<file path="config.mk">
export PLATFORM = sky130hd
export DESIGN_NAME = next_hop_selector
export DESIGN_NICKNAME = d
export VERILOG_FILES = /design/src/routing_pkg.sv /design/src/next_hop_selector.sv
export SDC_FILE = /design/constraint.sdc
export NUM_CORES = 1
export LEC_CHECK = 0
export BUFFER_PORTS_ARGS = -buffer_cell sky130_fd_sc_hd__buf_2
export CORE_MARGIN = 5
export CORE_UTILIZATION = 58
export CTS_CLUSTER_DIAMETER = 60
export DETAILED_ROUTE_END_ITERATION = 7
export GPL_TIMING_DRIVEN = 1
export HOLD_SLACK_MARGIN = 0.15
export PLACE_DENSITY_LB_ADDON = 0.08
export SLEW_MARGIN = 10
export SYNTH_ARGS = -nofsm -noshare
export SYNTH_HDL_FRONTEND = slang
export SYNTH_SLANG_ARGS = --single-unit
</file>
<file path="constraint.sdc">
create_clock -name clock -period 4.6 [get_ports clock]
set_input_delay 0.46 -clock clock [delete_from_list [all_inputs] [get_ports clock]]
set_output_delay 0.46 -clock clock [all_outputs]
set_load 0.05 [all_outputs]
</file>
<file path="src/routing_pkg.sv">
package routing_pkg;

	localparam int ADDR_WIDTH = 11;
	localparam int WORD_WIDTH = 16;

	typedef logic [ADDR_WIDTH-1:0] addr_t; // byte address with bit 0 always zero
	typedef logic [WORD_WIDTH-1:0] word_t;

	typedef struct packed {
		logic  valid;
		logic  write;
		addr_t addr;
		word_t wdata;
	} mem_req_t;

	localparam mem_req_t REQ_IDLE = '0;

	// routing table layout
	localparam addr_t KNOWN_SINKS_BASE      = 11'h008;
	localparam addr_t WORST_HOPS_BASE       = 11'h028;
	localparam addr_t Q_VALUE_BASE          = 11'h1C8;
	localparam addr_t SINK_IDS_BASE         = 11'h248; // rows of SINK_SLOTS words
	localparam addr_t KNOWN_SINK_COUNT_ADDR = 11'h688;
	localparam addr_t NEIGHBOR_COUNT_ADDR   = 11'h68A;
	localparam addr_t SINK_ID_COUNT_BASE    = 11'h68E;
	localparam addr_t BEST_HOP_ADDR         = 11'h6C0;

	// byte address of word index within a table
	function automatic addr_t table_addr(addr_t base, word_t index);
		addr_t offset;
		offset = addr_t'({index, 1'b0});
		return base + offset;
	endfunction

endpackage
</file>
<file path="src/next_hop_selector.sv">
`timescale 1ns/100ps

module next_hop_selector (
	input  logic                  clock,
	input  logic                  nrst,
	input  logic                  start,
	output routing_pkg::mem_req_t req,
	input  logic                  gnt,
	input  logic                  rvalid,
	input  routing_pkg::word_t    rdata,
	output logic                  done
);
	import routing_pkg::*;

	typedef enum logic [2:0] {
		S_IDLE,
		S_NCNT,
		S_Q,
		S_WR,
		S_DONE
	} sel_state_t;

	sel_state_t state;
	logic       rd_wait;
	word_t      i; // neighbor under test
	word_t      ncnt;
	word_t      best_q;
	word_t      best_idx;

	assign done = (state == S_DONE);

	always_comb begin
		req = REQ_IDLE;
		case (state)
			S_NCNT: begin
				req.valid = !rd_wait;
				req.addr  = NEIGHBOR_COUNT_ADDR;
			end
			S_Q: begin
				req.valid = !rd_wait;
				req.addr  = table_addr(Q_VALUE_BASE, i);
			end
			S_WR: begin
				req.valid = 1'b1;
				req.write = 1'b1;
				req.addr  = BEST_HOP_ADDR;
				req.wdata = best_idx;
			end
			default: ;
		endcase
	end

	always_ff @(posedge clock) begin
		if (!nrst) begin
			state   <= S_IDLE;
			rd_wait <= 1'b0;
			i       <= '0;
		end else begin
			if (gnt && !req.write) begin
				rd_wait <= 1'b1;
			end else if (rvalid) begin
				rd_wait <= 1'b0;
			end
			case (state)
				S_IDLE: if (start) state <= S_NCNT;
				S_NCNT: begin
					if (rvalid) begin
						i     <= '0;
						state <= (rdata == '0) ? S_WR : S_Q; // write 0 when no neighbors
					end
				end
				S_Q: begin
					if (rvalid) begin
						if (i + word_t'(1) == ncnt) begin
							state <= S_WR;
						end else begin
							i <= i + word_t'(1);
						end
					end
				end
				S_WR:    if (gnt) state <= S_DONE;
				S_DONE:  state <= S_IDLE;
				default: state <= S_IDLE;
			endcase
		end
	end

	always_ff @(posedge clock) begin
		if (rvalid && state == S_NCNT) begin
			ncnt     <= rdata;
			best_idx <= '0;
		end
		if (rvalid && state == S_Q && (i == '0 || rdata < best_q)) begin
			best_q   <= rdata; // strict compare keeps lower index on tie
			best_idx <= i;
		end
	end

endmodule

</file>
==> metrics.cfg <==
[yosys]
syn-num-nets = 462
synth_area_per_cell_sq_um = 9.672
yosysUniqueCellTypes = 53
synth_top_family_by_area = simple AND/OR/NAND/NOR gates
yosysSeqAreaShare_pct = 45.13
synth_compound_area_share_pct = 14.41
synth.largest_area_cell = edfxtp_1
synth-xor-area-share_pct = 5.150
synth-edff-count = 48
synth_top_area_share_pct = 35.32
muxShareOfSynthArea_pct = 0.4905
synth_adder_area_share_pct = 5.825
ys_seq_elements = 68
yosysWarningCount = 0
netlist_instances = 422
synth_top_flop_cell = edfxtp_1
async_reset_ff_share_pct = 0
synth_common_cells = edfxtp_1 (48), inv_1 (29), nor2_1 (27)
netlist_area_sq_um = 4081
ys_top_cells_by_area = edfxtp_1 (35%), dfxtp_1 (9.8%), ha_1 (5.8%), xnor2_1 (3.4%), and3_1 (3.2%)
yosys.area_share.simple_pct = 22.56
post-synth-top-count-cell = edfxtp_1

[grt]
grt_start_max_net_pins = 34
grt.total_usage_pct = 22.20
grt_overflow = 0
antenna_found_initial = 0
grt_pass1_vias = 3117
grt_first_pass_wirelength_um = 15330

[routing]
drc = 0
wl_um = 9300
ant_nets = 0
detail_route.wl_per_cell_um = 16.79
dr.pass1.iters = 6
via_per_inst = 5.975
vias = 3310
drtIter0Drc = 357

[worst_setup_path]
r2r-start = i[0]$_SDFFE_PN0P_
end_kind = register
slowest_delay_ns = 0.53
cp.arrival_ns = 3.75
worstRegToRegCells = 10
worst-path-stages = 10
startpoint_type = register
endpoint = i[6]$_SDFFE_PN0P_
critical-path-top-delay-family = simple AND/OR/NAND/NOR gates
crit_slowest_cell = dfxtp_1
crit_top_cell = o31ai_1
required_ns = 4.80
reg2reg_to = i[6]$_SDFFE_PN0P_
crit_type = reg2reg
cp_cell_sequence = ha_1, nand4_1, or3_1, xnor2_1, nor2_1, o31ai_1, nor4_2, buf_4, o311ai_0, o31ai_1
rrSetupSlack_ns = 1.05
worstPathBufferInverterCount = 1
crit_path_start = i[0]$_SDFFE_PN0P_
crit_fanout = 14

[die]
die_w_um = 93.89
core_sq_um = 6832
die_area_sq_um = 8814
die_h_um = 93.89
initial_core_util_pct = 59.74
rows = 30
io_pins = 51

[finish]
drive_gt1_share_pct = 15.94
n_antenna_cell = 0
area_delta_synth_final_pct = 10.42
layout.nets = 493

[clocking]
ctsRootBufferMaster = clkbuf_8
clkLatencyLatePin_ns = 0.35
post_cts_buffers = 0
numCtsBuffers = 9
clkSlewWorstSetupHoldPaths_ns = 0.08
postCtsResizedCells = 0
clock_path_buffers = 2
holdBufCountCts = 0
htreeDepth = 3
cts_tree = built
cts_num_sinks = 68

[place]
gp_congestion = 0.9256
hpwl_um = 6770
io_buffers = 49

[power_and_ir_drop]
leakage_uw = 0.001840
finalPower_uw = 1298
seq_power_share_pct = 53.9
combPwrFrac_pct = 13.7
switching_share_pct = 27.32
power_density_nw_per_um2 = 287.9
power.internal_uw = 943.2
ir_drop_uv = 205.9
p_clk_share_pct = 32.4
p_sw_uw = 354.6

[flow_run]
drv_cap = 0

[sta]
setup_tns_ns = 0
drv_slew = 0
skew_ns = 0.01449
clock.fmax_mhz = 282.0
period_share_pct = 77.10
setup_viol = 0
slew_headroom_pct = 29.56
rsz0062_at_grt = no
fin_crit_ns = 3.547
hold_viol = 0
max_slew.worst_pin.slew_ns = 1.057

[min_path]
hp-class = in2reg

[run_status]
outcome = completed

==> placed cells by master, fill, tap and decap left out, types with 16 or more instances in the layout <==
master	instances
and2_1	19
nor2_1	27
edfxtp_1	48
buf_2	49
and3_1	21
a21oi_1	17
inv_1	29
nand2_1	20
ha_1	19
dfxtp_1	20
xnor2_1	16
==> layout make-up <==
class	instances	area [sq um]
multi-input cells	291	1989
clock buffers	13	148.9
repair buffers	54	282.8
flip-flops and latches	68	1842
fillers	571	2325
well taps	96	120.1
clock inverters	3	15.01
inverters	29	108.9
==> cell families after synthesis <==
logic type | Yosys count
and+or+nand+nor | 161
AOI/OAI and AO/OA | 84
DFF | 68
buffers and inverters | 63
xor gates and xnor gates | 24
adders and majority gates | 19
muxes | 2
other | 1
==> stage by stage <==
| step | instance area (sq um) | cells | util, % | hold WS (ns) | worst slack (ns) |
|---|---|---|---|---|---|
| global placement | 4343 | 538 | 63.57 | 0.5481 | 1.264 |
| CTS | 4507 | 554 | 65.97 | 0.3240 | 1.107 |
| detailed placement | 4343 | 538 | 63.57 | 0.5630 | 1.138 |
| finish | 4507 | 554 | 65.97 | 0.3386 | 1.053 |
| floorplan | 4081 | 422 | - | 0.4948 | 1.118 |
| global route | 4507 | 554 | 65.97 | 0.3211 | 0.6981 |
==> flip-flops by register name (all words and copies together) (netlist names) <==
signal	count
best_idx	16
best_q	16
i	16
ncnt	16
rd_wait	1
state	3
==> power by group through the flow <==
stage	Combinational, uW	Sequential, uW	Clock [uW]
floorplan	136	701	0
global route	194	704	457
CTS	178	699	425
global placement	174	712	0
finish	178	699	421
detailed placement	177	713	0
==> worst reg2reg max path, delay by kind of cell, from the launching register on <==
family / cells / cell delay, ns
AO/OA/AOI/OAI: 3 / 1.05
adder cells (fa/ha/maj): 1 / 0.38
buffers and inverters: 1 / 0.21
XOR/XNOR: 1 / 0.17
AND/OR/NAND/NOR: 4 / 1.05
flip-flops: 1 / 0.53
==> layer usage <==
metal  global-route usage (%)  share of wire, %
met5                        0                 0
met1                    28.78                43
met3                    5.529               7.5
met4                    8.785               2.6
met2                    35.54                47
==> worst min path at each step <==
stage	startpoint	to	cells past startpoint
2_1_floorplan	i[15]$_SDFFE_PN0P_	i[15]$_SDFFE_PN0P_	1
3_3_place_gp	i[15]$_SDFFE_PN0P_	i[15]$_SDFFE_PN0P_	2
3_5_place_dp	i[15]$_SDFFE_PN0P_	i[15]$_SDFFE_PN0P_	2
4_1_cts	rdata[13]	best_q[13]$_DFFE_PP_	1
5_1_grt	rdata[13]	best_q[13]$_DFFE_PP_	1
6_report	rdata[13]	best_q[13]$_DFFE_PP_	1
(Power assumes the default switching activity.)
