==> src/routing_pkg.sv <==
package routing_pkg;

	localparam int ADDR_WIDTH = 11;
	localparam int WORD_WIDTH = 16;

	typedef logic [ADDR_WIDTH-1:0] addr_t; // byte address with bit 0 always zero
	typedef logic [WORD_WIDTH-1:0] word_t;

	typedef struct packed {
		logic  valid;
		logic  write;
		addr_t addr;
		word_t wdata;
	} mem_req_t;

	localparam mem_req_t REQ_IDLE = '0;

	// routing table layout
	localparam addr_t KNOWN_SINKS_BASE      = 11'h008;
	localparam addr_t WORST_HOPS_BASE       = 11'h028;
	localparam addr_t Q_VALUE_BASE          = 11'h1C8;
	localparam addr_t SINK_IDS_BASE         = 11'h248; // rows of SINK_SLOTS words
	localparam addr_t KNOWN_SINK_COUNT_ADDR = 11'h688;
	localparam addr_t NEIGHBOR_COUNT_ADDR   = 11'h68A;
	localparam addr_t SINK_ID_COUNT_BASE    = 11'h68E;
	localparam addr_t BEST_HOP_ADDR         = 11'h6C0;

	// byte address of word index within a table
	function automatic addr_t table_addr(addr_t base, word_t index);
		addr_t offset;
		offset = addr_t'({index, 1'b0});
		return base + offset;
	endfunction

endpackage
==> src/table_arbiter.sv <==
`timescale 1ns/100ps

module table_arbiter (
	input  logic                  clock,
	input  logic                  nrst,
	input  routing_pkg::mem_req_t host_req,
	input  routing_pkg::mem_req_t fix_req,
	input  routing_pkg::mem_req_t sel_req,
	output logic                  fix_gnt,
	output logic                  sel_gnt,
	output logic                  fix_rvalid,
	output logic                  sel_rvalid,
	output routing_pkg::mem_req_t mem_req
);
	import routing_pkg::*;

	logic last_sel; // selector was the last engine granted

	// host always wins and engines alternate when both wait
	always_comb begin
		fix_gnt = 1'b0;
		sel_gnt = 1'b0;
		if (!host_req.valid) begin
			if (fix_req.valid && sel_req.valid) begin
				fix_gnt = last_sel;
				sel_gnt = !last_sel;
			end else begin
				fix_gnt = fix_req.valid;
				sel_gnt = sel_req.valid;
			end
		end
	end

	always_comb begin
		if (host_req.valid) begin
			mem_req = host_req;
		end else if (fix_gnt) begin
			mem_req = fix_req;
		end else if (sel_gnt) begin
			mem_req = sel_req;
		end else begin
			mem_req = REQ_IDLE;
		end
	end

	always_ff @(posedge clock) begin
		if (!nrst) begin
			last_sel   <= 1'b0;
			fix_rvalid <= 1'b0;
			sel_rvalid <= 1'b0;
		end else begin
			if (fix_gnt) begin
				last_sel <= 1'b0;
			end else if (sel_gnt) begin
				last_sel <= 1'b1;
			end
			fix_rvalid <= fix_gnt && !fix_req.write; // read owner for next cycle
			sel_rvalid <= sel_gnt && !sel_req.write;
		end
	end

endmodule

==> config.mk <==
export PLATFORM = sky130hd
export DESIGN_NAME = table_arbiter
export DESIGN_NICKNAME = d
export VERILOG_FILES = /design/src/routing_pkg.sv /design/src/table_arbiter.sv
export SDC_FILE = /design/constraint.sdc
export NUM_CORES = 1
export LEC_CHECK = 0
export ABC_AREA = 1
export BUFFER_PORTS_ARGS = -buffer_cell sky130_fd_sc_hd__buf_2
export CELL_PAD_IN_SITES_DETAIL_PLACEMENT = 0
export CELL_PAD_IN_SITES_GLOBAL_PLACEMENT = 1
export CORE_ASPECT_RATIO = 1.75
export CORE_MARGIN = 5
export CORE_UTILIZATION = 16
export DETAILED_ROUTE_END_ITERATION = 6
export PLACE_DENSITY = 0.77
export SYNTH_ARGS = -nofsm -noshare
export SYNTH_HDL_FRONTEND = slang
export SYNTH_SLANG_ARGS = --single-unit
==> constraint.sdc <==
create_clock -name clock -period 1.15 [get_ports clock]
set_clock_uncertainty 0.1 [all_clocks]
set_input_delay 0.0575 -clock clock [delete_from_list [all_inputs] [get_ports clock]]
set_output_delay 0.0575 -clock clock [all_outputs]
set_load 0.02 [all_outputs]
==> results of run 1 <==
registers in the layout (all words and copies together), names as in the netlist:
| signal | count |
|---|---|
| sel_rvalid | 1 |
| fix_rvalid | 1 |
| last_sel | 1 |
worst reg2reg max path: stages (launching register included):
cell and delay, ns:
dfxtp_4 0.36, inv_4 0.05, nand2_8 0.10, buf_16 0.15, nand2_4 0.06, buf_4 0.13
nor3_2 0.09
routing by layer:
layer	vias up	part of all wire [%]	global-route usage [%]
met5	-	0	0
met4	0	1.8	5.65
met3	8	8.2	2.92
met2	90	55	27.7
met1	775	35	14.5
li1	804	-	-
cell type report:
type	instances	area, µm²	share of cell area [%]
Sequential cell	3	63.8	2.86
Clock buffer	4	45.0	2.02
Inverter	7	31.3	1.40
Tap cell	54	67.6	3.02
Multi-Input combinational cell	123	952	42.6
Timing Repair Buffer	142	1070	48.1
worst paths after layout:
kind / from / endpoint / slack [ns] / cells after the start
hold / removal: host_req[28] / last_sel$_SDFFE_PP0N_ / 0.11 / 4
setup / recovery: last_sel$_SDFFE_PP0N_ / mem_req[12] / -0.20 / 6
hold reg to reg: last_sel$_SDFFE_PP0N_ / last_sel$_SDFFE_PP0N_ / 0.53 / 4
setup reg to reg: last_sel$_SDFFE_PP0N_ / fix_rvalid$_SDFF_PN0_ / 0.03 / 6
layout by cell type, fill, tap and decap left out:
cell,Yosys,routed
nor3_1,2,1
inv_4,0,2
inv_1,4,3
inv_2,3,2
dfxtp_1,3,2
buf_4,3,10
dfxtp_4,0,1
nand2_1,32,29
clkbuf_8,0,3
buf_2,12,91
nor2_2,1,2
nand3_4,0,3
clkbuf_1,1,1
nand3_2,0,53
nand2_8,0,1
o21ai_1,1,1
nor3_2,0,1
clkbuf_16,0,2
dlygate4sd3_1,0,3
nand4_1,28,28
buf_12,0,3
nand3_1,58,2
buf_6,2,31
buf_16,0,2
nand2_4,0,2
logic make-up after synthesis:
family,Yosys count,synth area share [%]
buffers and inverters,25,16.8
AND/OR/NAND/NOR,122,75.2
flip-flops,3,7.45
AO/OA/AOI/OAI,1,0.621
per-stage QoR:
stage / total power, mW / std cells
3_3_place_gp: 0.771 / 320
2_1_floorplan: 0.463 / 151
4_1_cts: 1.27 / 331
5_1_grt: 1.50 / 333
3_5_place_dp: 0.773 / 320
6_report: 1.42 / 333
where the power goes:
group	switching, mW	leakage (nW)	total, mW	internal [mW]
clock	0.0818	0.0228	0.319	0.237
combinational	0.499	1.14	0.984	0.485
sequential	0.00395	0.0251	0.112	0.108
total	0.585	1.19	1.42	0.831
synthesized netlist by cell type:
master / n / area, µm²
buf_6: 2 / 22.5
clkbuf_1: 1 / 3.75
inv_2: 3 / 11.3
nand3_1: 58 / 290
nand2_1: 32 / 120
inv_1: 4 / 15.0
nor2_1: 1 / 3.75
buf_4: 3 / 22.5
nor3_1: 2 / 10.0
buf_2: 12 / 60.1
nor2_2: 1 / 6.26
o21ai_1: 1 / 5.00
dfxtp_1: 3 / 60.1
nand4_1: 28 / 175
what timing repair did:
item,in CTS,in global routing
hold buffers,3,0
resized for setup,62,74
buffers inserted,2,0
endpoints found under the hold margin,3,0
setup endpoints to repair,30,32
cloned,2,2
pin swaps,2,9
==> results.py, run 1 <==
metrics = {
    "timing": {
        "fmax_mhz": 738,
        "drv_slew": 0,
        "worst_hold_slack_ns": 0.113,
        "fin_crit_ns": 1.35,
        "worst_pin_slew_ns": 0.232,
        "tns_ns": -5.13,
        "fin_crit_sh_pct": 118,
        "setup_viol": 30,
        "layout_setup_ws_ns": -0.205,
        "hold_violations": 0,
        "relSlewSlack_pct": 84.5,
        "rsz0062_at_grt": "true",
    },
    "power_and_ir_drop": {
        "power_density_nw_per_um2": 633,
        "irDropWorstVdd_mv": 0.434,
        "leakage_nw": 1.19,
    },
    "run_status": {
        "status": "complete, but fails checks",
        "violations": "negative setup slack",
    },
    "clocking": {
        "htreeDepth": 1,
        "clk_pin_slew_ns": 0.03,
        "tritoncts": "built",
        "cts_buffers": 3,
        "root_buffer": "clkbuf_8",
        "cts.sink_count": 3,
        "cts_buffer_depth": 2,
        "worstSkewPairLatency_ns": 0.22,
    },
    "floorplanning": {
        "start_util_pct": 16.3,
        "dieHeight_um": 104,
        "dieArea_um2": 6610,
        "dieWidth_um": 63.6,
        "fp.coreArea_um2": 4930,
        "rows": 34,
        "io_pins": 122,
    },
    "logic_synthesis": {
        "ys_seq_elements": 3,
        "seq_area_frac_synth_pct": 7.45,
        "syn_area_per_cell_um2": 5.34,
        "ys_warn_count": 0,
        "synth.distinct_cells": 14,
        "syn-num-nets": 240,
        "netlist_instances": 151,
        "syn_area_um2": 806,
    },
    "cells_and_area": {
        "area_growth_pct": 177,
        "diodes": 0,
        "fillers": 518,
        "drive_gt1_share_pct": 74.9,
        "final_area_um2": 2230,
        "final_nets": 369,
        "utilization_pct": 45.3,
    },
    "place": {
        "port_buffers": 121,
        "place.gp.congestion": 0.708,
        "dp_hpwl_mm": 3.52,
        "placed_area_um2": 1500,
        "pre_cts_slack_ns": -0.0216,
    },
    "routing": {
        "wl_per_cell_um": 16.3,
        "vias": 1677,
        "routed_via_density": 5.04,
        "dr.pass1.iters": 5,
        "drc": 0,
        "postRouteAntennaNets": 0,
        "drt-initial-drc-count": 26,
        "postRouteWirelength_mm": 5.43,
    },
    "setup_path": {
        "critPathKind": "flip-flop to output port",
        "path_max_fanout": 7,
        "arrival_ns": 1.20,
        "end_kind": "output port",
        "slowest_delay_ns": 0.35,
        "cp-start-kind": "flip-flop",
        "cp_top_family": "buffers and inverters",
        "crit_chain": "inv_4 > nand2_8 > clkbuf_16 > nand3_2 > nand3_2 > buf_6",
        "cp.required_ns": 0.99,
        "worst_path_max_delay_cell": "dfxtp_4",
        "cpMostUsedCell": "nand3_2",
        "worst-path-buf-inv": 3,
    },
    "min_path": {
        "min_path_type": "input pin to flip-flop",
    },
    "grt": {
        "grt_max_degree": 23,
        "grt_overflow": 0,
        "grt_pass1_wl_mm": 7.83,
        "antenna_found_initial": 0,
        "grtUsageTotal_pct": 14.4,
        "grt_pass1_vias": 1734,
    },
    "run": {
        "max_cap_violations": 0,
    },
}
Power figures use the tool's default switching activity.
==> run 2: changes to the inputs <==
Settings changed: ABC_AREA 1 to unset, CORE_UTILIZATION 16 to 15.
==> results.py, run 2 <==
metrics = {
    "routing": {
        "routed_via_density": 4.53,
        "vias": 1150,
        "dr.pass1.iters": 4,
        "drt-initial-drc-count": 29,
        "drc": 0,
        "wl_per_cell_um": 13.2,
        "postRouteWirelength_mm": 3.34,
        "postRouteAntennaNets": 0,
    },
    "timing": {
        "drv_slew": 0,
        "fmax_mhz": 679,
        "setup_viol": 30,
        "relSlewSlack_pct": 85.2,
        "layout_setup_ws_ns": -0.322,
        "hold_violations": 0,
        "rsz0062_at_grt": "true",
        "fin_crit_ns": 1.47,
        "worst_pin_slew_ns": 0.221,
        "fin_crit_sh_pct": 128,
    },
    "setup_path": {
        "arrival_ns": 1.31,
        "r2r_slack_ns": 0.08,
        "regToRegStartpoint": "last_sel$_SDFFE_PP0N_",
        "crit_end": "mem_req[15]",
        "end_kind": "output port",
        "startpoint": "last_sel$_SDFFE_PP0N_",
        "critPathKind": "flip-flop to output port",
        "reg2reg_depth": 3,
        "path_max_fanout": 16,
        "timing.rr.end": "sel_rvalid$_SDFF_PN0_",
        "cp.required_ns": 0.99,
        "cp-start-kind": "flip-flop",
    },
    "logic_synthesis": {
        "yosys-top-cells-count": "a221o_1, and2_1",
        "ys_warn_count": 0,
        "netlist_instances": 79,
        "ys_seq_elements": 3,
        "seq_area_frac_synth_pct": 9.01,
        "yosysTopAreaCell": "a221o_1",
        "syn_area_per_cell_um2": 8.44,
        "syn_area_um2": 667,
        "syn-num-nets": 168,
        "netlist.area_leader.share_pct": 42.0,
        "yosys-top-cells-area": "a221o_1, and2_1, dfxtp_1",
        "synth_ff_type": "dfxtp_1",
        "synth_edf_count": 0,
        "async_flop_share_pct": 0,
        "synth.distinct_cells": 16,
    },
    "floorplanning": {
        "dieWidth_um": 60.4,
        "fp.coreArea_um2": 4360,
        "dieArea_um2": 5930,
        "start_util_pct": 15.3,
        "io_pins": 122,
        "dieHeight_um": 98.2,
        "rows": 32,
    },
    "grt": {
        "grt_pass1_wl_mm": 4.62,
        "grt_max_degree": 29,
        "grt_pass1_vias": 1066,
        "grtUsageTotal_pct": 10.0,
        "antenna_found_initial": 0,
        "grt_overflow": 0,
    },
    "clocking": {
        "cts.sink_count": 3,
        "htreeDepth": 1,
        "root_buffer": "clkbuf_8",
        "cts_buffers": 3,
        "cts_buffer_depth": 2,
        "clk_pin_slew_ns": 0.03,
        "tritoncts": "built",
        "worstSkewPairLatency_ns": 0.22,
    },
    "cells_and_area": {
        "fillers": 475,
        "diodes": 0,
        "reg.largest.list": "fix_rvalid (1), last_sel (1), sel_rvalid (1)",
        "area_growth_pct": 121,
        "final_nets": 293,
        "layout_common_cells": "buf_2, and2_1, a221o_1",
        "final_common_cell": "buf_2",
        "utilization_pct": 33.8,
        "drive_gt1_share_pct": 67.0,
    },
    "place": {
        "port_buffers": 121,
        "place.gp.congestion": 0.709,
        "dp_hpwl_mm": 2.86,
    },
    "min_path": {
        "min_path_type": "input pin to flip-flop",
    },
    "power_and_ir_drop": {
        "power_density_nw_per_um2": 708,
        "finalPower_mw": 1.04,
        "irDropWorstVdd_mv": 0.399,
        "leakage_nw": 0.806,
    },
    "run_status": {
        "violations": "negative setup slack",
        "status": "complete, but fails checks",
    },
    "run": {
        "max_cap_violations": 0,
    },
}
## run 2: repair_timing
item	CTS	global route
gates resized for setup	14	3
setup endpoints to repair	30	30
hold endpoints to repair	3	0
hold buffers	1	0
buffers inserted	0	1
## run 2: per-stage QoR
step	worst slack [ns]	instance area, µm²	hold WS, ns	setup TNS (ns)	instances
floorplan	0.00588	668	0.0855	0	79
global placement	-0.0795	1360	0.223	-1.95	248
detailed placement	-0.0961	1360	0.209	-2.26	248
CTS	-0.326	1460	0.0264	-9.14	253
global route	-0.365	1480	0.0301	-10.25	254
finish	-0.322	1480	0.0317	-9.04	254
## run 2: cells by family (layout without fill, tap and decap cells)
kind of cell | after synthesis | after routing | synth area share (%)
AND/OR/NAND/NOR | 35 | 35 | 34.9
AO/OA/AOI/OAI | 31 | 31 | 46.5
buffers and inverters | 10 | 134 | 9.57
flip-flops | 3 | 3 | 9.01
## run 2: report_power, final
part           total (mW)  switching (mW)  internal, mW  leakage [nW]
registers           0.112         0.00414         0.108        0.0251
logic               0.624           0.298         0.326         0.758
clock network       0.308          0.0716         0.237        0.0228
total                1.04           0.374         0.671         0.806
## run 2: final cells by class
class / count / area (µm²) / area share [%]
Timing Repair Buffer: 129 / 753 / 51.1
Clock buffer: 4 / 45.0 / 3.05
Inverter: 1 / 6.26 / 0.424
Sequential cell: 3 / 63.8 / 4.33
Multi-Input combinational cell: 66 / 543 / 36.8
Tap cell: 51 / 63.8 / 4.33
## run 2: layer usage
metal	part of all wire (%)	GRT usage, %	vias up
li1	-	-	567
met1	32	10.1	494
met3	15	3.17	6
met4	1.8	4.10	0
met5	0	0	-
met2	51	17.9	83
## run 2: how the worst min path moves through the flow
stage	slack (ns)	from	to	cells after the start
final	0.03	fix_req[27]	fix_rvalid$_SDFF_PN0_	2
after global routing	0.03	fix_req[27]	fix_rvalid$_SDFF_PN0_	2
after CTS	0.03	fix_req[27]	fix_rvalid$_SDFF_PN0_	2
after detailed placement	0.21	nrst	last_sel$_SDFFE_PP0N_	2
after global placement	0.22	nrst	last_sel$_SDFFE_PP0N_	2
after floorplan	0.09	nrst	last_sel$_SDFFE_PP0N_	1
## run 2: worst max-delay path: stages, from the launching register on
cell and delay, ns:
dfxtp_4 0.35, inv_4 0.05, a21oi_4 0.07, buf_12 0.15, a221o_1 0.31, buf_2 0.16
