### src/routing_pkg.sv
package routing_pkg;

	localparam int ADDR_WIDTH = 11;
	localparam int WORD_WIDTH = 16;

	typedef logic [ADDR_WIDTH-1:0] addr_t; // byte address with bit 0 always zero
	typedef logic [WORD_WIDTH-1:0] word_t;

	typedef struct packed {
		logic  valid;
		logic  write;
		addr_t addr;
		word_t wdata;
	} mem_req_t;

	localparam mem_req_t REQ_IDLE = '0;

	// routing table layout
	localparam addr_t KNOWN_SINKS_BASE      = 11'h008;
	localparam addr_t WORST_HOPS_BASE       = 11'h028;
	localparam addr_t Q_VALUE_BASE          = 11'h1C8;
	localparam addr_t SINK_IDS_BASE         = 11'h248; // rows of SINK_SLOTS words
	localparam addr_t KNOWN_SINK_COUNT_ADDR = 11'h688;
	localparam addr_t NEIGHBOR_COUNT_ADDR   = 11'h68A;
	localparam addr_t SINK_ID_COUNT_BASE    = 11'h68E;
	localparam addr_t BEST_HOP_ADDR         = 11'h6C0;

	// byte address of word index within a table
	function automatic addr_t table_addr(addr_t base, word_t index);
		addr_t offset;
		offset = addr_t'({index, 1'b0});
		return base + offset;
	endfunction

endpackage
### src/sink_list_fixer.sv
`timescale 1ns/100ps

module sink_list_fixer #(
	parameter int unsigned SINK_SLOTS = 8
) (
	input  logic                  clock,
	input  logic                  nrst,
	input  logic                  start,
	output routing_pkg::mem_req_t req,
	input  logic                  gnt,
	input  logic                  rvalid,
	input  routing_pkg::word_t    rdata,
	output logic                  done
);
	import routing_pkg::*;

	typedef enum logic [3:0] {
		S_IDLE,
		S_NCNT,
		S_SCNT,
		S_SINK,
		S_ROWCNT,
		S_ID,
		S_WR_ID,
		S_HOPS,
		S_Q,
		S_WR_Q,
		S_WR_CNT,
		S_NEXT,
		S_DONE
	} fix_state_t;

	fix_state_t state;
	logic       rd_wait; // read granted but data not back yet
	logic       is_rd;
	logic       is_wr;
	word_t      i; // neighbor index
	word_t      j; // known sink index
	word_t      k; // slot index within row
	word_t      ncnt;
	word_t      scnt;
	word_t      sink;
	word_t      rcnt; // current row count
	word_t      hops;
	word_t      q_sum;

	assign is_rd = state inside {S_NCNT, S_SCNT, S_SINK, S_ROWCNT, S_ID, S_HOPS, S_Q};
	assign is_wr = state inside {S_WR_ID, S_WR_Q, S_WR_CNT};
	assign done  = (state == S_DONE);

	always_comb begin
		req = REQ_IDLE;
		case (state)
			S_NCNT:   req.addr = NEIGHBOR_COUNT_ADDR;
			S_SCNT:   req.addr = KNOWN_SINK_COUNT_ADDR;
			S_SINK:   req.addr = table_addr(KNOWN_SINKS_BASE, j);
			S_ROWCNT: req.addr = table_addr(SINK_ID_COUNT_BASE, i);
			S_ID:     req.addr = table_addr(SINK_IDS_BASE, word_t'(i * SINK_SLOTS + k));
			S_HOPS:   req.addr = table_addr(WORST_HOPS_BASE, j);
			S_Q:      req.addr = table_addr(Q_VALUE_BASE, i);
			S_WR_ID: begin
				req.addr  = table_addr(SINK_IDS_BASE, word_t'(i * SINK_SLOTS + rcnt));
				req.wdata = sink; // append at slot count
			end
			S_WR_Q: begin
				req.addr  = table_addr(Q_VALUE_BASE, i);
				req.wdata = q_sum;
			end
			S_WR_CNT: begin
				req.addr  = table_addr(SINK_ID_COUNT_BASE, i);
				req.wdata = rcnt + word_t'(1);
			end
			default: ;
		endcase
		req.write = is_wr;
		req.valid = is_wr || (is_rd && !rd_wait); // held until granted
	end

	always_ff @(posedge clock) begin
		if (!nrst) begin
			state   <= S_IDLE;
			rd_wait <= 1'b0;
			i       <= '0;
			j       <= '0;
			k       <= '0;
		end else begin
			if (gnt && !req.write) begin
				rd_wait <= 1'b1;
			end else if (rvalid) begin
				rd_wait <= 1'b0;
			end
			case (state)
				S_IDLE: begin
					if (start) begin
						state <= S_NCNT;
						i     <= '0;
						j     <= '0;
					end
				end
				S_NCNT: if (rvalid) state <= S_SCNT;
				S_SCNT: begin
					if (rvalid) begin
						state <= (rdata == '0 || ncnt == '0) ? S_DONE : S_SINK;
					end
				end
				S_SINK: if (rvalid) state <= S_ROWCNT;
				S_ROWCNT: begin
					if (rvalid) begin
						k     <= '0;
						state <= (rdata == '0) ? S_WR_ID : S_ID; // empty row
					end
				end
				S_ID: begin
					if (rvalid) begin
						if (rdata == sink) begin
							state <= S_NEXT; // already listed
						end else if (k + word_t'(1) == rcnt) begin
							state <= (rcnt < SINK_SLOTS) ? S_WR_ID : S_NEXT;
						end else begin
							k <= k + word_t'(1);
						end
					end
				end
				S_WR_ID:  if (gnt) state <= S_HOPS;
				S_HOPS:   if (rvalid) state <= S_Q;
				S_Q:      if (rvalid) state <= S_WR_Q;
				S_WR_Q:   if (gnt) state <= S_WR_CNT;
				S_WR_CNT: if (gnt) state <= S_NEXT;
				S_NEXT: begin
					if (i + word_t'(1) == ncnt) begin
						i <= '0;
						if (j + word_t'(1) == scnt) begin
							state <= S_DONE;
						end else begin
							j     <= j + word_t'(1);
							state <= S_SINK;
						end
					end else begin
						i     <= i + word_t'(1);
						state <= S_ROWCNT; // same sink with the next neighbor
					end
				end
				S_DONE:  state <= S_IDLE;
				default: state <= S_IDLE;
			endcase
		end
	end

	always_ff @(posedge clock) begin
		if (rvalid) begin
			case (state)
				S_NCNT:   ncnt  <= rdata;
				S_SCNT:   scnt  <= rdata;
				S_SINK:   sink  <= rdata;
				S_ROWCNT: rcnt  <= rdata;
				S_HOPS:   hops  <= rdata;
				S_Q:      q_sum <= rdata + hops + word_t'(1);
				default: ;
			endcase
		end
	end

endmodule

### config.mk
export PLATFORM = sky130hd
export DESIGN_NAME = sink_list_fixer
export DESIGN_NICKNAME = d
export VERILOG_FILES = /design/src/routing_pkg.sv /design/src/sink_list_fixer.sv
export SDC_FILE = /design/constraint.sdc
export NUM_CORES = 1
export LEC_CHECK = 0
export BUFFER_PORTS_ARGS = -buffer_cell sky130_fd_sc_hd__buf_4
export CAP_MARGIN = 25
export CORE_MARGIN = 8
export CORE_UTILIZATION = 45
export DETAILED_ROUTE_END_ITERATION = 10
export PLACE_DENSITY = 0.61
export RECOVER_POWER = 50
export SYNTH_ARGS = -nofsm -noshare
export SYNTH_HDL_FRONTEND = slang
export SYNTH_SLANG_ARGS = --single-unit
### constraint.sdc
create_clock -name clock -period 7.7 [get_ports clock]
set_input_delay 1.155 -clock clock [delete_from_list [all_inputs] [get_ports clock]]
set_output_delay 1.155 -clock clock [all_outputs]
set_load 0.01 [all_outputs]
==> results of run 1 <==
-- registers in the layout, indices dropped and copies added (netlist names) --
signal,count
k,16
hops,16
ncnt,16
i,16
rd_wait,1
rcnt,16
scnt,16
sink,16
state,4
j,16
q_sum,16
-- power breakdown --
group / switching, uW / internal (uW) / leakage (uW)
Sequential: 91.8 / 917 / 0.00130
Combinational: 402 / 254 / 0.00245
Clock: 373 / 422 / 0.000268
-- how the worst max path moves through the flow --
stage,startpoint,endpoint,slack [ns],depth (start not counted)
floorplan,state[3],req[25],3.11,16
global placement,state[1],req[26],2.74,14
detailed placement,state[1],req[25],2.70,14
CTS,state[1],req[25],2.20,14
global route,state[1],req[25],1.91,14
finish,state[1],req[26],2.21,14
-- cells by family (layout without fill, tap and decap cells) --
group,Yosys count,count (layout)
multiplexers,16,16
other,1,1
buffers and inverters,127,138
AO/OA/AOI/OAI,289,289
flip-flops,149,149
adder cells (fa/ha/maj),36,36
AND/OR/NAND/NOR,405,405
XOR/XNOR,123,123
-- per-stage QoR --
stage	utilization	cell area, um2	cells	setup WS, ns
2_1_floorplan	-	10400	1146	3.11
3_3_place_gp	0.475	10800	1409	2.74
3_5_place_dp	0.475	10800	1409	2.70
4_1_cts	0.499	11300	1440	2.20
5_1_grt	0.497	11300	1442	1.91
6_report	0.497	11300	1442	2.21
-- routing by layer --
layer | share of wire | global-route usage | up-vias
li1 | - | - | 4266
met1 | 0.46 | 0.297 | 4330
met2 | 0.45 | 0.329 | 338
met3 | 0.067 | 0.0341 | 41
met4 | 0.020 | 0.0660 | 0
met5 | 0 | 0 | -
-- critical path: stages, from the launching register on --
cell	delay, ns
sky130_fd_sc_hd__dfxtp_1	0.82
sky130_fd_sc_hd__nand2b_1	0.31
sky130_fd_sc_hd__nor2_2	0.16
sky130_fd_sc_hd__buf_4	0.33
sky130_fd_sc_hd__nand2_1	0.08
sky130_fd_sc_hd__o21ai_0	0.08
sky130_fd_sc_hd__ha_1	0.19
sky130_fd_sc_hd__inv_1	0.06
sky130_fd_sc_hd__fa_1	0.39
sky130_fd_sc_hd__o21ai_0	0.30
sky130_fd_sc_hd__xor2_1	0.29
sky130_fd_sc_hd__a31oi_1	0.14
sky130_fd_sc_hd__xnor2_1	0.16
sky130_fd_sc_hd__a221o_1	0.40
sky130_fd_sc_hd__buf_4	0.16
-- area by class of cell --
class	count	area share
Multi-Input combinational cell	870	0.520
Sequential cell	149	0.350
Clock buffer	18	0.0381
Timing Repair Buffer	57	0.0331
Tap cell	285	0.0317
Inverter	50	0.0167
Clock inverter	13	0.0100
-- cell usage in the layout, fill, tap and decap left out, types with 11 or more instances in the layout --
master                      Yosys  layout
sky130_fd_sc_hd__nand2_1      100     100
sky130_fd_sc_hd__edfxtp_1      96      96
sky130_fd_sc_hd__xor2_1        68      68
sky130_fd_sc_hd__nor2_1        67      66
sky130_fd_sc_hd__o21ai_0       65      65
sky130_fd_sc_hd__a21oi_1       63      63
sky130_fd_sc_hd__nand3_1       54      54
sky130_fd_sc_hd__xnor2_1       53      53
sky130_fd_sc_hd__dfxtp_1       53      53
sky130_fd_sc_hd__inv_1         48      48
sky130_fd_sc_hd__buf_4          3      35
sky130_fd_sc_hd__ha_1          34      34
sky130_fd_sc_hd__a31oi_1       29      29
sky130_fd_sc_hd__nand4_1       27      27
sky130_fd_sc_hd__and3_1        22      22
sky130_fd_sc_hd__nor3_1        22      21
sky130_fd_sc_hd__clkbuf_1      42      21
sky130_fd_sc_hd__nor4_1        20      20
sky130_fd_sc_hd__a22oi_1       18      18
sky130_fd_sc_hd__clkbuf_16      0      17
sky130_fd_sc_hd__o211ai_1      14      14
sky130_fd_sc_hd__nand2b_1      13      13
sky130_fd_sc_hd__or3_1         13      13
sky130_fd_sc_hd__nor2b_1       12      12
sky130_fd_sc_hd__or4_1         12      12
sky130_fd_sc_hd__mux2i_1       11      11
==> flow_results.xml, run 1 <==
<?xml version="1.0" encoding="UTF-8"?>
<metrics>
  <group name="setup_path">
    <metric name="start_kind" unit="">register</metric>
    <metric name="worst_ep_arrival_time" unit="ns">4.34</metric>
    <metric name="r2r_setup_slack" unit="ns">3.61</metric>
    <metric name="worst_r2r_path_depth" unit="">9</metric>
    <metric name="timing.rr.end" unit="">j[0]</metric>
    <metric name="reg2reg_from" unit="">i[0]</metric>
    <metric name="data_required_time_of_the_critical_path" unit="ns">6.55</metric>
    <metric name="endpoint_kind" unit="">primary output</metric>
    <metric name="worst-setup-path-type" unit="">reg -&gt; out</metric>
    <metric name="critical_path_peak_fanout" unit="">30</metric>
  </group>
  <group name="synth">
    <metric name="synthDominantCellAreaShare" unit="">0.278</metric>
    <metric name="yosys-top-cells-area" unit="">sky130_fd_sc_hd__edfxtp_1 (28%), sky130_fd_sc_hd__dfxtp_1 (10%), sky130_fd_sc_hd__xor2_1 (5.8%), sky130_fd_sc_hd__xnor2_1 (4.5%), sky130_fd_sc_hd__ha_1 (4.1%)</metric>
    <metric name="synth_flop_cell" unit="">sky130_fd_sc_hd__edfxtp_1</metric>
    <metric name="yosys_register_bits" unit="">149</metric>
    <metric name="commonest_cells_post_synth" unit="">sky130_fd_sc_hd__nand2_1 (100), sky130_fd_sc_hd__edfxtp_1 (96), sky130_fd_sc_hd__xor2_1 (68)</metric>
    <metric name="yosys.cell_count.top_type" unit="">sky130_fd_sc_hd__nand2_1</metric>
    <metric name="synth-warning-count" unit="">0</metric>
    <metric name="synthSimpleGateAreaFrac" unit="">0.208</metric>
    <metric name="synth_cell_type_count" unit="">89</metric>
    <metric name="synthCells" unit="">1146</metric>
    <metric name="postSynthNetCount" unit="">1203</metric>
    <metric name="async_reset_ff_frac" unit="">0</metric>
    <metric name="synthXorXnorAreaFrac" unit="">0.107</metric>
    <metric name="synth_adder_area_share" unit="">0.0450</metric>
    <metric name="synth_edf_count" unit="">96</metric>
    <metric name="synthesis.area_per_instance" unit="um2">9.03</metric>
    <metric name="synth-compound-area-share" unit="">0.190</metric>
    <metric name="mappedNetlistArea" unit="um2">10400</metric>
    <metric name="synth_largest_area_cell" unit="">sky130_fd_sc_hd__edfxtp_1</metric>
    <metric name="synth.yosys.seq_area_share" unit="">0.381</metric>
    <metric name="mux_contribution_to_synthesized_area" unit="">0.0161</metric>
    <metric name="main_combinational_cell_family_by_area_after_synthesis" unit="">simple AND/OR/NAND/NOR gates</metric>
  </group>
  <group name="route">
    <metric name="wire_per_inst" unit="um">21.0</metric>
    <metric name="total_routed_wirelength" unit="um">30300</metric>
    <metric name="dr.pass1.iters" unit="">6</metric>
    <metric name="vias_per_cell" unit="">6.22</metric>
    <metric name="dr.first_iter.drc_count" unit="">945</metric>
    <metric name="remaining_drc_errors" unit="">0</metric>
    <metric name="route.vias.total" unit="">8975</metric>
    <metric name="antenna_left" unit="">0</metric>
  </group>
  <group name="clock_network">
    <metric name="cts_buffer_depth" unit="">2</metric>
    <metric name="cts_tree" unit="">yes</metric>
    <metric name="cts-buffers-inserted" unit="">17</metric>
    <metric name="clock_latency" unit="ns">0.43</metric>
    <metric name="post_cts.repair.setup_buffers" unit="">0</metric>
    <metric name="cts_hold_buffers" unit="">0</metric>
    <metric name="ctsHtreeMaxLevel" unit="">4</metric>
    <metric name="clock_tree.root_cell" unit="">sky130_fd_sc_hd__clkbuf_16</metric>
    <metric name="cts_repair_resize_count" unit="">0</metric>
    <metric name="tritoncts_sinks" unit="">149</metric>
    <metric name="path_clk_slew" unit="ns">0.07</metric>
  </group>
  <group name="grt">
    <metric name="grt_overflow" unit="">0</metric>
    <metric name="grt_first_pass_wirelength" unit="um">47200</metric>
    <metric name="grt_antenna_before_repair" unit="">0</metric>
    <metric name="grt.total_usage" unit="">0.212</metric>
    <metric name="via_count_of_the_first_global_routing_pass" unit="">8213</metric>
    <metric name="grt_max_degree" unit="">31</metric>
  </group>
  <group name="timing">
    <metric name="worst_pin_slew" unit="ns">1.02</metric>
    <metric name="final_period_minus_worst_setup_slack" unit="ns">5.49</metric>
    <metric name="finalSetupViolations" unit="">0</metric>
    <metric name="min_period_over_period" unit="">0.714</metric>
    <metric name="headroom_to_the_max_slew_limit" unit="">0.319</metric>
    <metric name="hold_viol_final" unit="">0</metric>
    <metric name="worst_clock_skew" unit="ns">0.0112</metric>
    <metric name="clock.fmax" unit="MHz">182</metric>
    <metric name="fin_hold_ws" unit="ns">0.503</metric>
    <metric name="setup_tns" unit="ns">0</metric>
    <metric name="rsz_0062_raised_after_global_routing" unit="">no</metric>
    <metric name="final_max_slew_viol_count" unit="">0</metric>
  </group>
  <group name="status">
    <metric name="run_status" unit="">finished clean</metric>
  </group>
  <group name="cells_and_area">
    <metric name="multi_input_area" unit="um2">5860</metric>
    <metric name="register_area" unit="um2">3940</metric>
    <metric name="fraction_of_layout_cells_with_a_size_suffix_above_1" unit="">0.0908</metric>
    <metric name="antenna_cells_inserted" unit="">0</metric>
    <metric name="fill_cell_count" unit="">2102</metric>
    <metric name="area_growth" unit="%">8.81</metric>
    <metric name="nNetsFinal" unit="">1202</metric>
  </group>
  <group name="place">
    <metric name="port-buffer-count" unit="">49</metric>
    <metric name="place.detailed.hpwl" unit="um">21900</metric>
    <metric name="place.gp.congestion" unit="">0.931</metric>
  </group>
  <group name="floorplan">
    <metric name="die_w" unit="um">168</metric>
    <metric name="number_of_rows_created_at_floorplan" unit="">55</metric>
    <metric name="core_area" unit="um2">22600</metric>
    <metric name="die-height" unit="um">168</metric>
    <metric name="start_util" unit="">0.457</metric>
    <metric name="ioPinCount" unit="">51</metric>
    <metric name="total_die_area" unit="um2">28100</metric>
  </group>
  <group name="min_path">
    <metric name="min_from" unit="">i[15]</metric>
    <metric name="worst_hold_path.num_cells" unit="">2</metric>
    <metric name="min_path_type" unit="">reg -&gt; reg</metric>
    <metric name="worst_hold_path.endpoint" unit="">i[15]</metric>
  </group>
  <group name="flow_run">
    <metric name="cap_violations" unit="">0</metric>
  </group>
  <group name="power_and_ir_drop">
    <metric name="max-vdd-ir-drop" unit="uV">130</metric>
    <metric name="cellPowerDensity" unit="nW/um2">218</metric>
    <metric name="finalPower" unit="uW">2460</metric>
    <metric name="cellLeakagePower" unit="uW">0.00401</metric>
  </group>
</metrics>
Note: power is estimated with default switching activity, not from simulation.
==> run 2, diff against run 1 <==
--- a/config.mk
+++ b/config.mk
@@ -5,12 +5,13 @@
 export SDC_FILE = /design/constraint.sdc
 export NUM_CORES = 1
 export LEC_CHECK = 0
+export ABC_AREA = 1
 export BUFFER_PORTS_ARGS = -buffer_cell sky130_fd_sc_hd__buf_4
 export CAP_MARGIN = 25
 export CORE_MARGIN = 8
 export CORE_UTILIZATION = 45
 export DETAILED_ROUTE_END_ITERATION = 10
-export PLACE_DENSITY = 0.61
+export PLACE_DENSITY = 0.63
 export RECOVER_POWER = 50
 export SYNTH_ARGS = -nofsm -noshare
 export SYNTH_HDL_FRONTEND = slang
==> constraint.sdc (replaced) <==
create_clock -name clock -period 4.8 [get_ports clock]
set_input_delay 0.72 -clock clock [delete_from_list [all_inputs] [get_ports clock]]
set_output_delay 0.72 -clock clock [all_outputs]
set_load 0.01 [all_outputs]
==> flow_results.xml, run 2 <==
<?xml version="1.0" encoding="UTF-8"?>
<metrics>
  <group name="status">
    <metric name="run_status" unit="">finished clean</metric>
  </group>
  <group name="floorplan">
    <metric name="number_of_rows_created_at_floorplan" unit="">55</metric>
    <metric name="ioPinCount" unit="">51</metric>
    <metric name="start_util" unit="">0.459</metric>
    <metric name="die_w" unit="um">168</metric>
    <metric name="core_area" unit="um2">22600</metric>
    <metric name="total_die_area" unit="um2">28200</metric>
    <metric name="die-height" unit="um">168</metric>
  </group>
  <group name="synth">
    <metric name="postSynthNetCount" unit="">1504</metric>
    <metric name="synthesis.area_per_instance" unit="um2">7.17</metric>
    <metric name="synth_edf_count" unit="">96</metric>
    <metric name="synth_cell_type_count" unit="">60</metric>
    <metric name="yosys-top-cells-area" unit="">sky130_fd_sc_hd__edfxtp_1 (28%), sky130_fd_sc_hd__nand2_1 (15%), sky130_fd_sc_hd__dfxtp_1 (10%), sky130_fd_sc_hd__inv_1 (6.4%), sky130_fd_sc_hd__nor2_1 (5.9%)</metric>
    <metric name="mappedNetlistArea" unit="um2">10400</metric>
    <metric name="synthDominantCellAreaShare" unit="">0.278</metric>
    <metric name="commonest_cells_post_synth" unit="">sky130_fd_sc_hd__nand2_1 (423), sky130_fd_sc_hd__inv_1 (176), sky130_fd_sc_hd__nor2_1 (163)</metric>
    <metric name="synth_largest_area_cell" unit="">sky130_fd_sc_hd__edfxtp_1</metric>
    <metric name="yosys_register_bits" unit="">149</metric>
    <metric name="synthCells" unit="">1447</metric>
    <metric name="synth.yosys.seq_area_share" unit="">0.380</metric>
    <metric name="async_reset_ff_frac" unit="">0</metric>
    <metric name="synth_flop_cell" unit="">sky130_fd_sc_hd__edfxtp_1</metric>
    <metric name="yosys.cell_count.top_type" unit="">sky130_fd_sc_hd__nand2_1</metric>
    <metric name="synth-warning-count" unit="">0</metric>
  </group>
  <group name="clock_network">
    <metric name="ctsHtreeMaxLevel" unit="">4</metric>
    <metric name="cts-buffers-inserted" unit="">17</metric>
    <metric name="clock_latency" unit="ns">0.45</metric>
    <metric name="path_clk_slew" unit="ns">0.07</metric>
    <metric name="cts_buffer_depth" unit="">2</metric>
    <metric name="cts_tree" unit="">yes</metric>
    <metric name="post_cts.repair.setup_buffers" unit="">0</metric>
    <metric name="clock_tree.root_cell" unit="">sky130_fd_sc_hd__clkbuf_16</metric>
    <metric name="tritoncts_sinks" unit="">149</metric>
  </group>
  <group name="setup_path">
    <metric name="worst-path-buf-inv" unit="">5</metric>
    <metric name="worst_ep_arrival_time" unit="ns">3.69</metric>
    <metric name="worst_path_largest_cell_delay" unit="ns">0.39</metric>
    <metric name="endpoint_kind" unit="">primary output</metric>
    <metric name="worst-setup-path-type" unit="">reg -&gt; out</metric>
    <metric name="data_required_time_of_the_critical_path" unit="ns">4.08</metric>
    <metric name="worst_path_dominant_cell_family" unit="">simple AND/OR/NAND/NOR gates</metric>
    <metric name="start_kind" unit="">register</metric>
    <metric name="critical_path_peak_fanout" unit="">14</metric>
    <metric name="critPathMostFrequentCell" unit="">sky130_fd_sc_hd__inv_1</metric>
    <metric name="worst_path_max_delay_cell" unit="">sky130_fd_sc_hd__dfxtp_1</metric>
    <metric name="timing.critical_path.cells" unit="">inv_1 -&gt; nor2_1 -&gt; inv_1 -&gt; nor2_4 -&gt; inv_1 -&gt; o21ai_1 -&gt; ha_1 -&gt; nand2_1 -&gt; nor2_1 -&gt; a211oi_1 -&gt; xnor2_1 -&gt; inv_1 -&gt; or2_2 -&gt; nor2_1 -&gt; a21oi_1 -&gt; o21ai_0 -&gt; nand2_1 -&gt; buf_4</metric>
  </group>
  <group name="cells_and_area">
    <metric name="utilization" unit="">0.511</metric>
    <metric name="layout.cells.most_common" unit="">sky130_fd_sc_hd__nand2_1</metric>
    <metric name="area_growth" unit="%">11.4</metric>
    <metric name="nNetsFinal" unit="">1555</metric>
    <metric name="fraction_of_layout_cells_with_a_size_suffix_above_1" unit="">0.0887</metric>
    <metric name="multi_input_area" unit="um2">5590</metric>
    <metric name="fin_cells" unit="">1796</metric>
    <metric name="antenna_cells_inserted" unit="">0</metric>
    <metric name="register_area" unit="um2">3940</metric>
    <metric name="fill_cell_count" unit="">2262</metric>
    <metric name="layout_common_cells" unit="">sky130_fd_sc_hd__nand2_1 (423), sky130_fd_sc_hd__inv_1 (176), sky130_fd_sc_hd__nor2_1 (162), sky130_fd_sc_hd__nand3_1 (120), sky130_fd_sc_hd__edfxtp_1 (96)</metric>
  </group>
  <group name="route">
    <metric name="antenna_left" unit="">0</metric>
    <metric name="remaining_drc_errors" unit="">0</metric>
    <metric name="wire_per_inst" unit="um">17.2</metric>
    <metric name="vias_per_cell" unit="">5.37</metric>
    <metric name="total_routed_wirelength" unit="um">30900</metric>
    <metric name="route.vias.total" unit="">9648</metric>
    <metric name="dr.pass1.iters" unit="">7</metric>
    <metric name="dr.first_iter.drc_count" unit="">920</metric>
  </group>
  <group name="power_and_ir_drop">
    <metric name="cellLeakagePower" unit="uW">0.00486</metric>
    <metric name="cellPowerDensity" unit="nW/um2">308</metric>
    <metric name="max-vdd-ir-drop" unit="uV">199</metric>
  </group>
  <group name="place">
    <metric name="place.gp.congestion" unit="">0.907</metric>
    <metric name="place.detailed.hpwl" unit="um">22900</metric>
    <metric name="post-place-cells" unit="">1764</metric>
    <metric name="port-buffer-count" unit="">49</metric>
  </group>
  <group name="timing">
    <metric name="headroom_to_the_max_slew_limit" unit="">0.334</metric>
    <metric name="finalSetupViolations" unit="">0</metric>
    <metric name="final_period_minus_worst_setup_slack" unit="ns">4.41</metric>
    <metric name="clock.fmax" unit="MHz">227</metric>
    <metric name="rsz_0062_raised_after_global_routing" unit="">no</metric>
    <metric name="setup_tns" unit="ns">0</metric>
    <metric name="fin_hold_ws" unit="ns">0.467</metric>
    <metric name="worst_clock_skew" unit="ns">0.0171</metric>
    <metric name="worst_pin_slew" unit="ns">0.995</metric>
    <metric name="min_period_over_period" unit="">0.919</metric>
    <metric name="hold_viol_final" unit="">0</metric>
    <metric name="final_max_slew_viol_count" unit="">0</metric>
  </group>
  <group name="grt">
    <metric name="grt.total_usage" unit="">0.221</metric>
    <metric name="grt_overflow" unit="">0</metric>
    <metric name="grt_max_degree" unit="">36</metric>
    <metric name="grt_first_pass_wirelength" unit="um">48900</metric>
    <metric name="grt_antenna_before_repair" unit="">0</metric>
    <metric name="via_count_of_the_first_global_routing_pass" unit="">9001</metric>
  </group>
  <group name="flow_run">
    <metric name="cap_violations" unit="">0</metric>
  </group>
  <group name="min_path">
    <metric name="min_path_type" unit="">reg -&gt; reg</metric>
  </group>
</metrics>
==> run 2: cell count changes in the layout (fill, tap and decap cells not counted), sizes merged, moves of 13 or more <==
cell    delta
nand2    +344
inv      +129
nor2     +109
nand3     +65
xnor2     -46
xor2      -25
a31oi     -22
and3      -22
nor4      -19
a22oi     -18
a21oi     +17
nand2b    -13
or3       -13
==> run 2: cell type report <==
type	instances	area share
tap	285	0.0308
multi-input combinational	1087	0.483
clock buffer	17	0.0368
inverter	185	0.0601
clock inverter	15	0.0171
sequential	149	0.341
timing repair buffer	58	0.0311
==> run 2: routing by layer <==
layer	vias up	routed length (um)	track usage
li1	4871	-	-
met5	-	0	0
met3	34	2080	0.0395
met2	304	13800	0.350
met4	0	414	0.0594
met1	4439	14600	0.304
==> run 2: tightest hold or removal path, stage by stage (launching register included) <==
cell,delay (ns)
sky130_fd_sc_hd__dfxtp_1,0.31
sky130_fd_sc_hd__nand2_1,0.06
sky130_fd_sc_hd__a21oi_1,0.05
==> run 2: stage by stage <==
step	power [uW]	worst slack, ns	area, um2
6_report	3560	0.391	11600
3_5_place_dp	2190	0.567	11000
3_3_place_gp	2190	0.658	11000
5_1_grt	3710	0.0878	11600
2_1_floorplan	1940	1.08	10400
4_1_cts	3580	0.0919	11600
==> run 2: path summary, 6_finish.rpt <==
| path | slack [ns] | from | end | cells past startpoint |
|---|---|---|---|---|
| worst max-delay path | 0.39 | state[2] | req[25] | 18 |
| worst min-delay path | 0.47 | rd_wait | rd_wait | 2 |
| worst max register to register | 1.89 | j[2] | j[0] | 16 |
| worst min register to register | 0.47 | rd_wait | rd_wait | 2 |
==> run 2: timing repair <==
action,in CTS,in global routing
hold buffers,0,0
gates resized for setup,0,2
setup endpoints to repair,0,5
==> run 2: cell families after synthesis <==
family                   Yosys count  synth area share
buffers and inverters            211            0.0834
adder cells (fa/ha/maj)           36            0.0448
XOR/XNOR                          51            0.0444
AO/OA/AOI/OAI                    178             0.100
AND/OR/NAND/NOR                  821             0.347
flip-flops                       149             0.380
other                              1          0.000361
==> run 2: power by group <==
part           switching [uW]  internal [uW]  leakage [uW]
logic                     461            220       0.00327
clock network             684            715      0.000297
registers                45.3           1440       0.00129
total                    1190           2370       0.00486
